[src/router_params.svh]
// mesh router sizing constants
// buffer depth, credit width, coordinate and payload widths

`ifndef ROUTER_PARAMS_SVH
`define ROUTER_PARAMS_SVH

// slots per input fifo, also the initial credits per output
`define ROUTER_FIFO_DEPTH 4

// wide enough to hold the full depth value
`define ROUTER_CRED_W 3

// bits per mesh x or y
`define ROUTER_COORD_W 2

// flit payload
`define ROUTER_DATA_W 16

`endif
[src/router_pkg.sv]
// mesh router shared types
// port encoding, coordinate and payload widths, single-flit packet layout

`include "router_params.svh"

`default_nettype none

package router_pkg;

  // indexes every five-wide vector in the router
  typedef enum logic [2:0] {
    PORT_N = 3'd0,
    PORT_S = 3'd1,
    PORT_E = 3'd2,
    PORT_W = 3'd3,
    PORT_L = 3'd4
  } port_e;

  // one mesh coordinate, x or y
  typedef logic [`ROUTER_COORD_W-1:0] coord_t;

  typedef logic [`ROUTER_DATA_W-1:0] payload_t;

  // one bit per port: requests, grants, credits
  typedef logic [4:0] port_vec_t;

  // whole packet in one flit
  typedef struct packed {
    logic     valid;
    coord_t   dest_x;
    coord_t   dest_y;
    payload_t payload;
  } flit_t;

endpackage

`default_nettype wire

[src/router.sv]
// five-port mesh router top
// input ports, switch allocator, output credit counters and crossbar

`default_nettype none

module router import router_pkg::*; #(
  parameter coord_t ROUTER_X = '0,
  parameter coord_t ROUTER_Y = '0
) (
  input  logic            clk,
  input  logic            rst_n_i,
  input  flit_t     [4:0] flit_i,
  output port_vec_t       credit_o,
  output flit_t     [4:0] flit_o,
  input  port_vec_t       credit_i
);

  // per-input head flit and route request
  flit_t     [4:0] head;
  port_vec_t [4:0] req;

  // allocator results
  port_vec_t       gnt_in;
  port_vec_t       gnt_out;
  port_e     [4:0] sel;

  // per-output downstream space
  port_vec_t       has_credit;

  for (genvar p = 0; p < 5; p++) begin : g_port
    // input side of port p, popped by its grant
    input_port #(
      .MY_X (ROUTER_X),
      .MY_Y (ROUTER_Y)
    ) u_input_port (
      .clk      (clk),
      .rst_n_i  (rst_n_i),
      .flit_i   (flit_i[p]),
      .pop_i    (gnt_in[p]),
      .head_o   (head[p]),
      .req_o    (req[p]),
      .credit_o (credit_o[p])
    );

    // output side of port p
    credit_counter u_credit_counter (
      .clk          (clk),
      .rst_n_i      (rst_n_i),
      .send_i       (gnt_out[p]),
      .credit_i     (credit_i[p]),
      .has_credit_o (has_credit[p])
    );
  end

  switch_alloc u_switch_alloc (
    .clk         (clk),
    .rst_n_i     (rst_n_i),
    .req_i       (req),
    .credit_ok_i (has_credit),
    .gnt_in_o    (gnt_in),
    .gnt_out_o   (gnt_out),
    .sel_o       (sel)
  );

  crossbar u_crossbar (
    .clk       (clk),
    .rst_n_i   (rst_n_i),
    .head_i    (head),
    .gnt_out_i (gnt_out),
    .sel_i     (sel),
    .flit_o    (flit_o)
  );

endmodule

`default_nettype wire

[src/crossbar.sv]
// registered crossbar
// each output captures the head flit of its granted input

`default_nettype none

module crossbar import router_pkg::*; (
  input  logic            clk,
  input  logic            rst_n_i,
  input  flit_t     [4:0] head_i,
  input  port_vec_t       gnt_out_i,
  input  port_e     [4:0] sel_i,
  output flit_t     [4:0] flit_o
);

  port_vec_t   valid_q;
  flit_t [4:0] data_q;

  // valid is control, one cycle per grant
  always_ff @(posedge clk) begin
    if (!rst_n_i) begin
      valid_q <= '0;
    end else begin
      valid_q <= gnt_out_i;
    end
  end

  // payload only loads on a grant
  always_ff @(posedge clk) begin
    for (int o = 0; o < 5; o++) begin
      if (gnt_out_i[o]) begin
        data_q[o] <= head_i[sel_i[o]];
      end
    end
  end

  always_comb begin
    for (int o = 0; o < 5; o++) begin
      flit_o[o]       = data_q[o];
      flit_o[o].valid = valid_q[o];
    end
  end

endmodule

`default_nettype wire

[src/credit_counter.sv]
// output credit counter
// tracks free downstream slots, down on send, up on returned credit

`include "router_params.svh"

`default_nettype none

module credit_counter (
  input  logic clk,
  input  logic rst_n_i,
  input  logic send_i,
  input  logic credit_i,
  output logic has_credit_o
);

  localparam logic [`ROUTER_CRED_W-1:0] FULL_CNT = `ROUTER_FIFO_DEPTH;

  logic [`ROUTER_CRED_W-1:0] cnt_q;

  // downstream starts with an empty fifo
  always_ff @(posedge clk) begin
    if (!rst_n_i) begin
      cnt_q <= FULL_CNT;
    end else begin
      case ({send_i, credit_i})
        2'b10:   cnt_q <= cnt_q - 1'b1;
        2'b01:   cnt_q <= cnt_q + 1'b1;
        // send and return in one cycle cancel out
        default: cnt_q <= cnt_q;
      endcase
    end
  end

  assign has_credit_o = (cnt_q != '0);

  // allocator gating keeps sends away from an empty counter
  a_no_send_at_zero: assert property (@(posedge clk) disable iff (!rst_n_i)
    !(send_i && !credit_i && cnt_q == '0));

  // downstream never returns more than it was sent
  a_no_over_return: assert property (@(posedge clk) disable iff (!rst_n_i)
    !(credit_i && !send_i && cnt_q == FULL_CNT));

endmodule

`default_nettype wire

[src/switch_alloc.sv]
// switch allocator
// round-robin pick per output among requesting inputs, gated by downstream credit

`default_nettype none

module switch_alloc import router_pkg::*; (
  input  logic            clk,
  input  logic            rst_n_i,
  input  port_vec_t [4:0] req_i,
  input  port_vec_t       credit_ok_i,
  output port_vec_t       gnt_in_o,
  output port_vec_t       gnt_out_o,
  output port_e     [4:0] sel_o
);

  // per-output priority pointer
  port_e [4:0] rr_q;

  // inputs asking for more than one output
  port_vec_t req_multi;

  // one request hit per output
  port_vec_t found;

  // wrap from local back to north
  function automatic port_e port_inc(port_e p);
    return (p == PORT_L) ? PORT_N : port_e'(p + 3'd1);
  endfunction

  always_comb begin
    port_e cand;
    gnt_in_o  = '0;
    gnt_out_o = '0;
    found     = '0;
    for (int o = 0; o < 5; o++) begin
      sel_o[o] = rr_q[o];
      cand     = rr_q[o];
      // first requester at or after the pointer
      for (int k = 0; k < 5; k++) begin
        if (!found[o] && req_i[cand][o]) begin
          found[o] = 1'b1;
          sel_o[o] = cand;
        end
        cand = port_inc(cand);
      end
      // no downstream space means no grant at all
      gnt_out_o[o] = found[o] && credit_ok_i[o];
      // inputs request only one output, so winners never collide
      if (gnt_out_o[o]) begin
        gnt_in_o[sel_o[o]] = 1'b1;
      end
    end
  end

  // pointer moves just past the winner
  always_ff @(posedge clk) begin
    if (!rst_n_i) begin
      for (int o = 0; o < 5; o++) begin
        rr_q[o] <= PORT_N;
      end
    end else begin
      for (int o = 0; o < 5; o++) begin
        if (gnt_out_o[o]) begin
          rr_q[o] <= port_inc(sel_o[o]);
        end
      end
    end
  end

  always_comb begin
    for (int i = 0; i < 5; i++) begin
      req_multi[i] = !$onehot0(req_i[i]);
    end
  end

  // route compute hands over at most one output per input
  a_req_onehot: assert property (@(posedge clk) disable iff (!rst_n_i)
    req_multi == '0);

  // one input per granted output, no input popped twice
  a_one_per_out: assert property (@(posedge clk) disable iff (!rst_n_i)
    $countones(gnt_in_o) == $countones(gnt_out_o));

endmodule

`default_nettype wire

[src/input_port.sv]
// router input port
// flit fifo, xy route compute of the head flit, credit return upstream

`include "router_params.svh"

`default_nettype none

module input_port import router_pkg::*; #(
  parameter coord_t MY_X = '0,
  parameter coord_t MY_Y = '0
) (
  input  logic      clk,
  input  logic      rst_n_i,
  input  flit_t     flit_i,
  input  logic      pop_i,
  output flit_t     head_o,
  output port_vec_t req_o,
  output logic      credit_o
);

  localparam int PTR_W = $clog2(`ROUTER_FIFO_DEPTH);
  localparam logic [`ROUTER_CRED_W-1:0] FULL_CNT = `ROUTER_FIFO_DEPTH;

  typedef logic [PTR_W-1:0] ptr_t;

  localparam ptr_t LAST_PTR = ptr_t'(`ROUTER_FIFO_DEPTH - 1);

  flit_t                     mem_q [`ROUTER_FIFO_DEPTH];
  ptr_t                      wr_ptr_q;
  ptr_t                      rd_ptr_q;
  logic [`ROUTER_CRED_W-1:0] cnt_q;

  logic push;
  logic empty;
  logic full;

  assign push  = flit_i.valid;
  assign empty = (cnt_q == '0);
  assign full  = (cnt_q == FULL_CNT);

  // flit storage, written at the write pointer
  always_ff @(posedge clk) begin
    if (push) begin
      mem_q[wr_ptr_q] <= flit_i;
    end
  end

  // pointers and occupancy
  always_ff @(posedge clk) begin
    if (!rst_n_i) begin
      wr_ptr_q <= '0;
      rd_ptr_q <= '0;
      cnt_q    <= '0;
    end else begin
      if (push) begin
        wr_ptr_q <= (wr_ptr_q == LAST_PTR) ? '0 : wr_ptr_q + 1'b1;
      end
      if (pop_i) begin
        rd_ptr_q <= (rd_ptr_q == LAST_PTR) ? '0 : rd_ptr_q + 1'b1;
      end
      // simultaneous push and pop leaves the count alone
      case ({push, pop_i})
        2'b10:   cnt_q <= cnt_q + 1'b1;
        2'b01:   cnt_q <= cnt_q - 1'b1;
        default: cnt_q <= cnt_q;
      endcase
    end
  end

  // head is only meaningful while something is stored
  always_comb begin
    head_o       = mem_q[rd_ptr_q];
    head_o.valid = !empty;
  end

  // dimension-ordered: resolve x first, then y
  always_comb begin
    req_o = '0;
    if (!empty) begin
      if (head_o.dest_x > MY_X) begin
        req_o[PORT_E] = 1'b1;
      end else if (head_o.dest_x < MY_X) begin
        req_o[PORT_W] = 1'b1;
      end else if (head_o.dest_y > MY_Y) begin
        req_o[PORT_N] = 1'b1;
      end else if (head_o.dest_y < MY_Y) begin
        req_o[PORT_S] = 1'b1;
      end else begin
        req_o[PORT_L] = 1'b1;
      end
    end
  end

  // each departing flit frees one upstream credit
  assign credit_o = pop_i;

  // upstream must respect its credits, allocator must see the request
  a_no_overflow: assert property (@(posedge clk) disable iff (!rst_n_i) !(push && full));
  a_no_underflow: assert property (@(posedge clk) disable iff (!rst_n_i) !(pop_i && empty));

endmodule

`default_nettype wire

[config.mk]
export PLATFORM = sky130hd
export DESIGN_NAME = router
export DESIGN_NICKNAME = d
export VERILOG_FILES = /design/src/router_pkg.sv /design/src/router.sv /design/src/crossbar.sv /design/src/credit_counter.sv /design/src/switch_alloc.sv /design/src/input_port.sv
export VERILOG_INCLUDE_DIRS = /design/src
export SDC_FILE = /design/constraint.sdc
export NUM_CORES = 1
export LEC_CHECK = 0
export BUFFER_PORTS_ARGS = -buffer_cell sky130_fd_sc_hd__buf_2
export CAP_MARGIN = 20
export CORE_MARGIN = 2
export CORE_UTILIZATION = 38
export CTS_BUF_LIST = sky130_fd_sc_hd__clkbuf_4
export DETAILED_ROUTE_END_ITERATION = 6
export REMOVE_ABC_BUFFERS = 1
export SLEW_MARGIN = 40
export SYNTH_ARGS = -nofsm -noshare
export SYNTH_HDL_FRONTEND = slang
export SYNTH_HIERARCHICAL = 1
export SYNTH_SLANG_ARGS = --single-unit
[constraint.sdc]
create_clock -name clk -period 6.4 [get_ports clk]
set_clock_uncertainty 0.05 [all_clocks]
set_input_delay 0.32 -clock clk [delete_from_list [all_inputs] [get_ports clk]]
set_output_delay 0.32 -clock clk [all_outputs]
set_load 0.005 [all_outputs]
# Word level (Yosys, flattened, before mapping)
# Memories as Yosys holds them, arrays and structs flattened. A register that Yosys moved wholly into a read port is not among the register bits.
# Index checks and enable logic that the tools add are counted.
[word_totals]
ff_bits = 170
n_memories = 5
inputBits = 112
ram_bits = 420
[mem_list]
columns = ["memory", "depth", "width", "read_ports", "rd_clocked_by_memory_dff", "write_ports", "line_no", "text"]
rows = [
  ["g_port[0].u_input_port.mem_q", 4, 21, 1, 1, 1, "input_port.sv:28", "flit_t mem_q [`ROUTER_FIFO_DEPTH];"],
  ["g_port[1].u_input_port.mem_q", 4, 21, 1, 1, 1, "input_port.sv:28", ""],
  ["g_port[2].u_input_port.mem_q", 4, 21, 1, 1, 1, "input_port.sv:28", ""],
  ["g_port[3].u_input_port.mem_q", 4, 21, 1, 1, 1, "input_port.sv:28", ""],
  ["g_port[4].u_input_port.mem_q", 4, 21, 1, 1, 1, "input_port.sv:28", ""],
]
[classes]
n_bitwise = 4
magnitude_cmp = 55
eq_ne = 55
addsub = 55
n_reduce_logical = 75
muxes = 245
[ops]
columns = ["op", "n"]
rows = [
  ["binary-select mux 5 bit (select 3 bit)", 25],
  ["binary-select mux 21 bit (select 3 bit)", 5],
  ["2-to-1 mux 3 bit", 50],
  ["< comparator 3 x 4 -> 1 bit (second input constant)", 30],
  ["adder 3 x 1 -> 3 bit (second input constant)", 35],
  ["2-to-1 mux 20 bit", 5],
  ["2-to-1 mux 1 bit", 85],
  ["2-to-1 mux 2 bit", 40],
  ["equality test 3 bit (second input constant)", 25],
  ["2-to-1 mux 5 bit", 15],
  ["one-hot mux 3 bit (2 select lines)", 10],
  ["equality test 2 bit (second input constant)", 20],
  ["logical AND 1 bit", 30],
  ["subtractor 3 x 1 -> 3 bit (second input constant)", 10],
  ["zero test 1 bit", 25],
  ["adder 2 x 1 -> 2 bit (second input constant)", 10],
  ["equality test 2 x 1 -> 1 bit (second input constant)", 10],
  ["> comparator 2 x 1 -> 1 bit (second input constant)", 10],
  ["< comparator 2 x 1 -> 1 bit (second input constant)", 10],
  ["2-to-1 mux 4 bit", 5],
  ["bitwise OR 5 bit", 4],
  ["nonzero test 2 bit", 10],
  ["demux 1 bit (select 3 bit)", 5],
  [">= comparator 3 x 1 -> 1 bit (second input constant)", 5],
  ["other kinds (2)", 10],
]

# Longest topological paths before layout
[logic_depth]
depth_word = 36
depth_mapped = 27
ltp_nobuf = 25

# By module
# Netlist, hierarchy kept.
[by_module_without_submodules]
columns = ["module", "seq_area_each_um2", "instances", "cells_per_inst", "area_each_um2"]
rows = [
  ["input_port at g_port[0].u_input_port ...", 2582.5, 4, 160, 3410.8],
  ["crossbar", 3103.0, 1, 579, 7054.3],
  ["switch_alloc", 300.3, 1, 713, 5151.2],
  ["input_port at g_port[2].u_input_port", 2582.5, 1, 161, 3442.1],
  ["credit_counter", 60.1, 5, 16, 162.7],
]

# Worst setup path before layout
# Ideal clock, no wire load.
[synth_timing]
path_kind = "flip-flop to flip-flop"
start = "register u_switch_alloc/rr_q[3] (netlist name)"
end = "register g_port[0].u_input_port.cnt_q[2]"
path_slack_ps = 418
required_time_ps = 6274
n_path_buf = 3
path_stages_with_launch = 26
setup_ps = 76
synth_period_minus_slack_ps = 5982
arrival_time_ps = 5857
cell_sequence = "dfxtp_1 > buf_1 > inv_1 > ha_1 > a21oi_1 > inv_1 > ha_1 > o21ai_0 > a22o_1 > clkbuf_1 > inv_1 > ha_1 > or4_1 > and2_1 > o21ai_0 > o211ai_1 > mux2i_1 > or2_2 > clkbuf_1 > a22oi_1 > nand4_1 > ha_1 > fa_1 > xnor2_1 > or3_1 > a21boi_0"
[synth_via]
elab_chain_cells = 29
[synth_rtl]
columns = ["item", "line_no", "text"]
rows = [
  ["start, declared", "switch_alloc.sv:17", "port_e [4:0] rr_q;"],
  ["start signal, assigned by index", "switch_alloc.sv:64", "rr_q[o] <= port_inc(sel_o[o]);"],
  ["branches (longest 20 deep; another with adder 3 x 1 -> 3 bit)", "-", ""],
  ["2-to-1 mux 5 bit *", "switch_alloc.sv:49", "if (gnt_out_o[o]) begin"],
  ["bitwise OR 5 bit (no line)", "-", ""],
  ["2-to-1 mux 5 bit *", "switch_alloc.sv:49", ""],
  ["bitwise OR 5 bit (no line)", "-", ""],
  ["2-to-1 mux 5 bit *", "switch_alloc.sv:49", ""],
  ["bitwise OR 5 bit (no line)", "-", ""],
  ["2-to-1 mux 5 bit *", "switch_alloc.sv:49", ""],
  ["net gnt_in[0]", "router.sv:23", "port_vec_t gnt_in;"],
  ["equality test 2 x 1 -> 1 bit / equality test 2 bit (equally long branches)", "input_port.sv:62", "case ({push, pop_i})"],
  ["one-hot mux 3 bit (2 select lines) / nonzero test 2 bit (equally long branches)", "-", ""],
  ["end signal, assigned", "input_port.sv:63", "2'b10: cnt_q <= cnt_q + 1'b1;"],
  ["end signal, assigned", "input_port.sv:64", "2'b01: cnt_q <= cnt_q - 1'b1;"],
  ["end signal, assigned", "input_port.sv:65", "default: cnt_q <= cnt_q;"],
  ["end, declared", "input_port.sv:31", "logic [`ROUTER_CRED_W-1:0] cnt_q;"],
]
# Mark *: on every way through the listed nets, which the timed path passes. The select of a mux whose other input is x is not followed.
# A chain may end at the register's enable or synchronous reset.

# Worst setup path in the final report
[layout_timing]
start = "register u_switch_alloc/rr_q[7] (netlist name)"
end = "output port credit_o[1]"
[layout_via]
elab_chain_cells = 25
[layout_rtl]
columns = ["item", "line_no", "text"]
rows = [
  ["branches (longest 20 deep; another with adder 3 x 1 -> 3 bit)", "-", ""],
  ["2-to-1 mux 5 bit *", "switch_alloc.sv:49", ""],
  ["bitwise OR 5 bit (no line)", "-", ""],
  ["2-to-1 mux 5 bit *", "switch_alloc.sv:49", ""],
  ["bitwise OR 5 bit (no line)", "-", ""],
  ["2-to-1 mux 5 bit *", "switch_alloc.sv:49", ""],
  ["end, declared", "router.sv:13", "output port_vec_t credit_o,"],
]
# Every way passes the cells marked *. The select of a mux whose other input is x is not followed.

==> metrics.txt <==
status finished, final reports clean; GR Overflow Total 0; type of the tightest min-delay check input port to register; Initial Util 38.2%; share of layout cells above drive strength 1 27.0%; Final Core Density 46.2%; Post-synth ARST share 0%; final hold vios 0; initial drt markers 1843; Port Buffers 221; Layout Nets 2901; met1 Use GR 28.6%; Slew HR 41.9%; post-route ant nets 0; core area 78700 sq um; gr busiest metal met2; row count 103; CTS Buf Count 156; Peak Freq 161 MHz; Die Wd around 290 um; count of final setup violators 0; critical path type register to output pin; most common cell after layout, fill and taps aside edfxtp_1; number of synthesized flops with an enable pin 500; mean routed wirelength per cell 24.1 um; I/O Pins 222; post-synthesis sequential area ratio 55.2%; post-synthesis area per instance 13.9 sq um; CTS Sinks 580; pins over their slew limit 0; YS warnings 6; # H-tree levels 4; routability cong. 0.870; number of remaining DRC errors 0; Final period util 97.0%; #FFs+latches synth 580; post-synth top area share 49.9%; Die ar. 81500 sq um; clk buf depth 3; 1st-pass router iterations 6; met2 usage 37.4%; pre-CTS setup slack roughly 0.31 ns; Primary FF master, synth edfxtp_1; TNS Setup 0 ns; number of global-route vias before repair 21900; Slew @ Worst Pin slightly below 0.9 ns; most frequent cells in the layout 500 x edfxtp_1, 271 x mux2i_1, 225 x clkbuf_4; Synth Cell Area 30100 sq um; setup slack after layout 0.194 ns; initial antenna violation count 10; Vert. Die Dim 285 um; RSZ-0062 raised after global routing true; multi-input logic area 12600 sq um; DRT Wirelength 93100 um; CP endpoint kind output pin; vias per cell roughly 5.6; Unique masters post-synth 101; Worst Path Max Fanout 10; vias post-DR 21700; CTS root buffer clkbuf_4; Cells after Synth 2173; GR Util met3 under 10%; TritonCTS clock tree yes; clock latency on the worst-skew pair 1.00 ns; crit path DAT 5.84 ns; WHS 0.0863 ns; Area contributors post-synth edfxtp_1 50%, mux2i_1 9.0%, mux4_2 7.4%; fillcell total 7051; Final Critical Period 6.21 ns; first-pass GRT wire length roughly 140000 um; max cap viols 0; Area Growth Syn to Fin 20.9%; cell taking the most area after synthesis edfxtp_1; post-DP HPWL 64900 um; Worst Path Required 6.03 ns; largest net degree at the start of global routing between 40 and 50; clock slew at reported path FFs 0.06 ns; type of origin of the critical path register; Tot GR Track Use 22.5%; FF/Latch Area 16600 sq um
state kept, by name, indices dropped and copies added (netlist names), named ones only:
signal	cells
g_port.u_input_port/mem_q	400
u_switch_alloc/rr_q	15
u_crossbar/flit_o	100
g_port.u_input_port/rd_ptr_q	10
u_crossbar/valid_q	5
g_port.u_credit_counter/cnt_q	15
g_port.u_input_port/cnt_q	15
g_port.u_input_port/wr_ptr_q	10
Yosys cell counts (21+ instances only):
| master | count |
|---|---|
| nand3_1 | 30 |
| inv_1 | 92 |
| or3_1 | 24 |
| a21o_1 | 88 |
| and2_1 | 48 |
| buf_4 | 26 |
| mux2i_1 | 272 |
| clkbuf_1 | 28 |
| dfxtp_1 | 80 |
| edfxtp_1 | 500 |
| a21oi_1 | 52 |
| buf_2 | 43 |
| o22ai_1 | 85 |
| nand2_1 | 50 |
| nor2b_1 | 44 |
| o21ai_0 | 51 |
| a221o_1 | 21 |
| nor2_1 | 80 |
| ha_1 | 78 |
| mux4_2 | 99 |
critical path, cell delays in order (launching register included):
cell and delay [ns]:
dfxtp_1 0.44, inv_1 0.12, ha_2 0.34, a21bo_2 0.25, ha_1 0.25, o21ai_0 0.14, a22o_1 0.20, buf_4 0.15
inv_2 0.09, ha_1 0.24, or4_4 0.55, and3_4 0.22, a31oi_4 0.23, nand3_1 0.19, nor2_4 0.24, mux2i_4 0.36
nand4b_1 0.20, nand4_1 0.22, buf_4 0.26, buf_2 0.13
per-stage QoR:
| stage | cell area (sq um) | cells |
|---|---|---|
| 2_1_floorplan | 29400 | 2066 |
| 3_3_place_gp | 32400 | 3403 |
| 3_5_place_dp | 32400 | 3403 |
| 4_1_cts | 36200 | 3851 |
| 5_1_grt | 36400 | 3863 |
| 6_report | 36400 | 3865 |
what timing repair did:
item | CTS | global route
hold buffers | 184 | 0
endpoints found under the hold margin | 818 | 0
gates resized for setup | 1 | 25
setup buffers | 1 | 5
gates cloned | 0 | 0
pin swaps | 1 | 3
endpoints found under the setup margin | 2 | 10
logic make-up (layout without fill, tap and decap cells):
family                   count (synthesis)  count (layout)  share of synthesized area, %
AND/OR/NAND/NOR                        410             410                          7.88
adder cells (fa/ha/maj)                 88              88                          3.91
other                                    5              19                        0.0624
flip-flops                             580             580                          55.2
AO/OA/AOI/OAI                          446             446                          10.6
XOR/XNOR                                22              22                         0.640
multiplexers                           412             412                          18.2
buffers and inverters                  210             838                          3.50
path summary, 6_finish.rpt:
kind / slack [ns] / start / endpoint / depth (start not counted)
max: 0.19 / u_switch_alloc/rr_q[7] / credit_o[1] / 19
min: 0.09 / flit_i[17] / g_port[0].u_input_port/mem_q[2][17] / 2
max reg2reg: 0.37 / u_switch_alloc/rr_q[7] / g_port[4].u_input_port/cnt_q[2] / 25
min reg2reg: 0.45 / g_port[2].u_input_port/cnt_q[2] / g_port[2].u_input_port/cnt_q[2] / 2
layer usage:
layer	part of all wire (%)	routed length [um]
met5	0.030	28
met4	3.3	3060
met3	7.0	6480
met2	49	45600
met1	41	37900
area by class of cell:
class / instances / share of cell area, %
Tap cell: 1050 / 3.61
Antenna cell: 9 / 0.0619
Multi-Input combinational cell: 1388 / 34.7
Inverter: 98 / 1.03
Clock inverter: 38 / 0.694
Timing Repair Buffer: 477 / 9.62
Clock buffer: 225 / 4.64
Sequential cell: 580 / 45.6
Power is not shown: default switching activity piles up to over one toggle a cycle in this logic, so the estimate is an artifact.
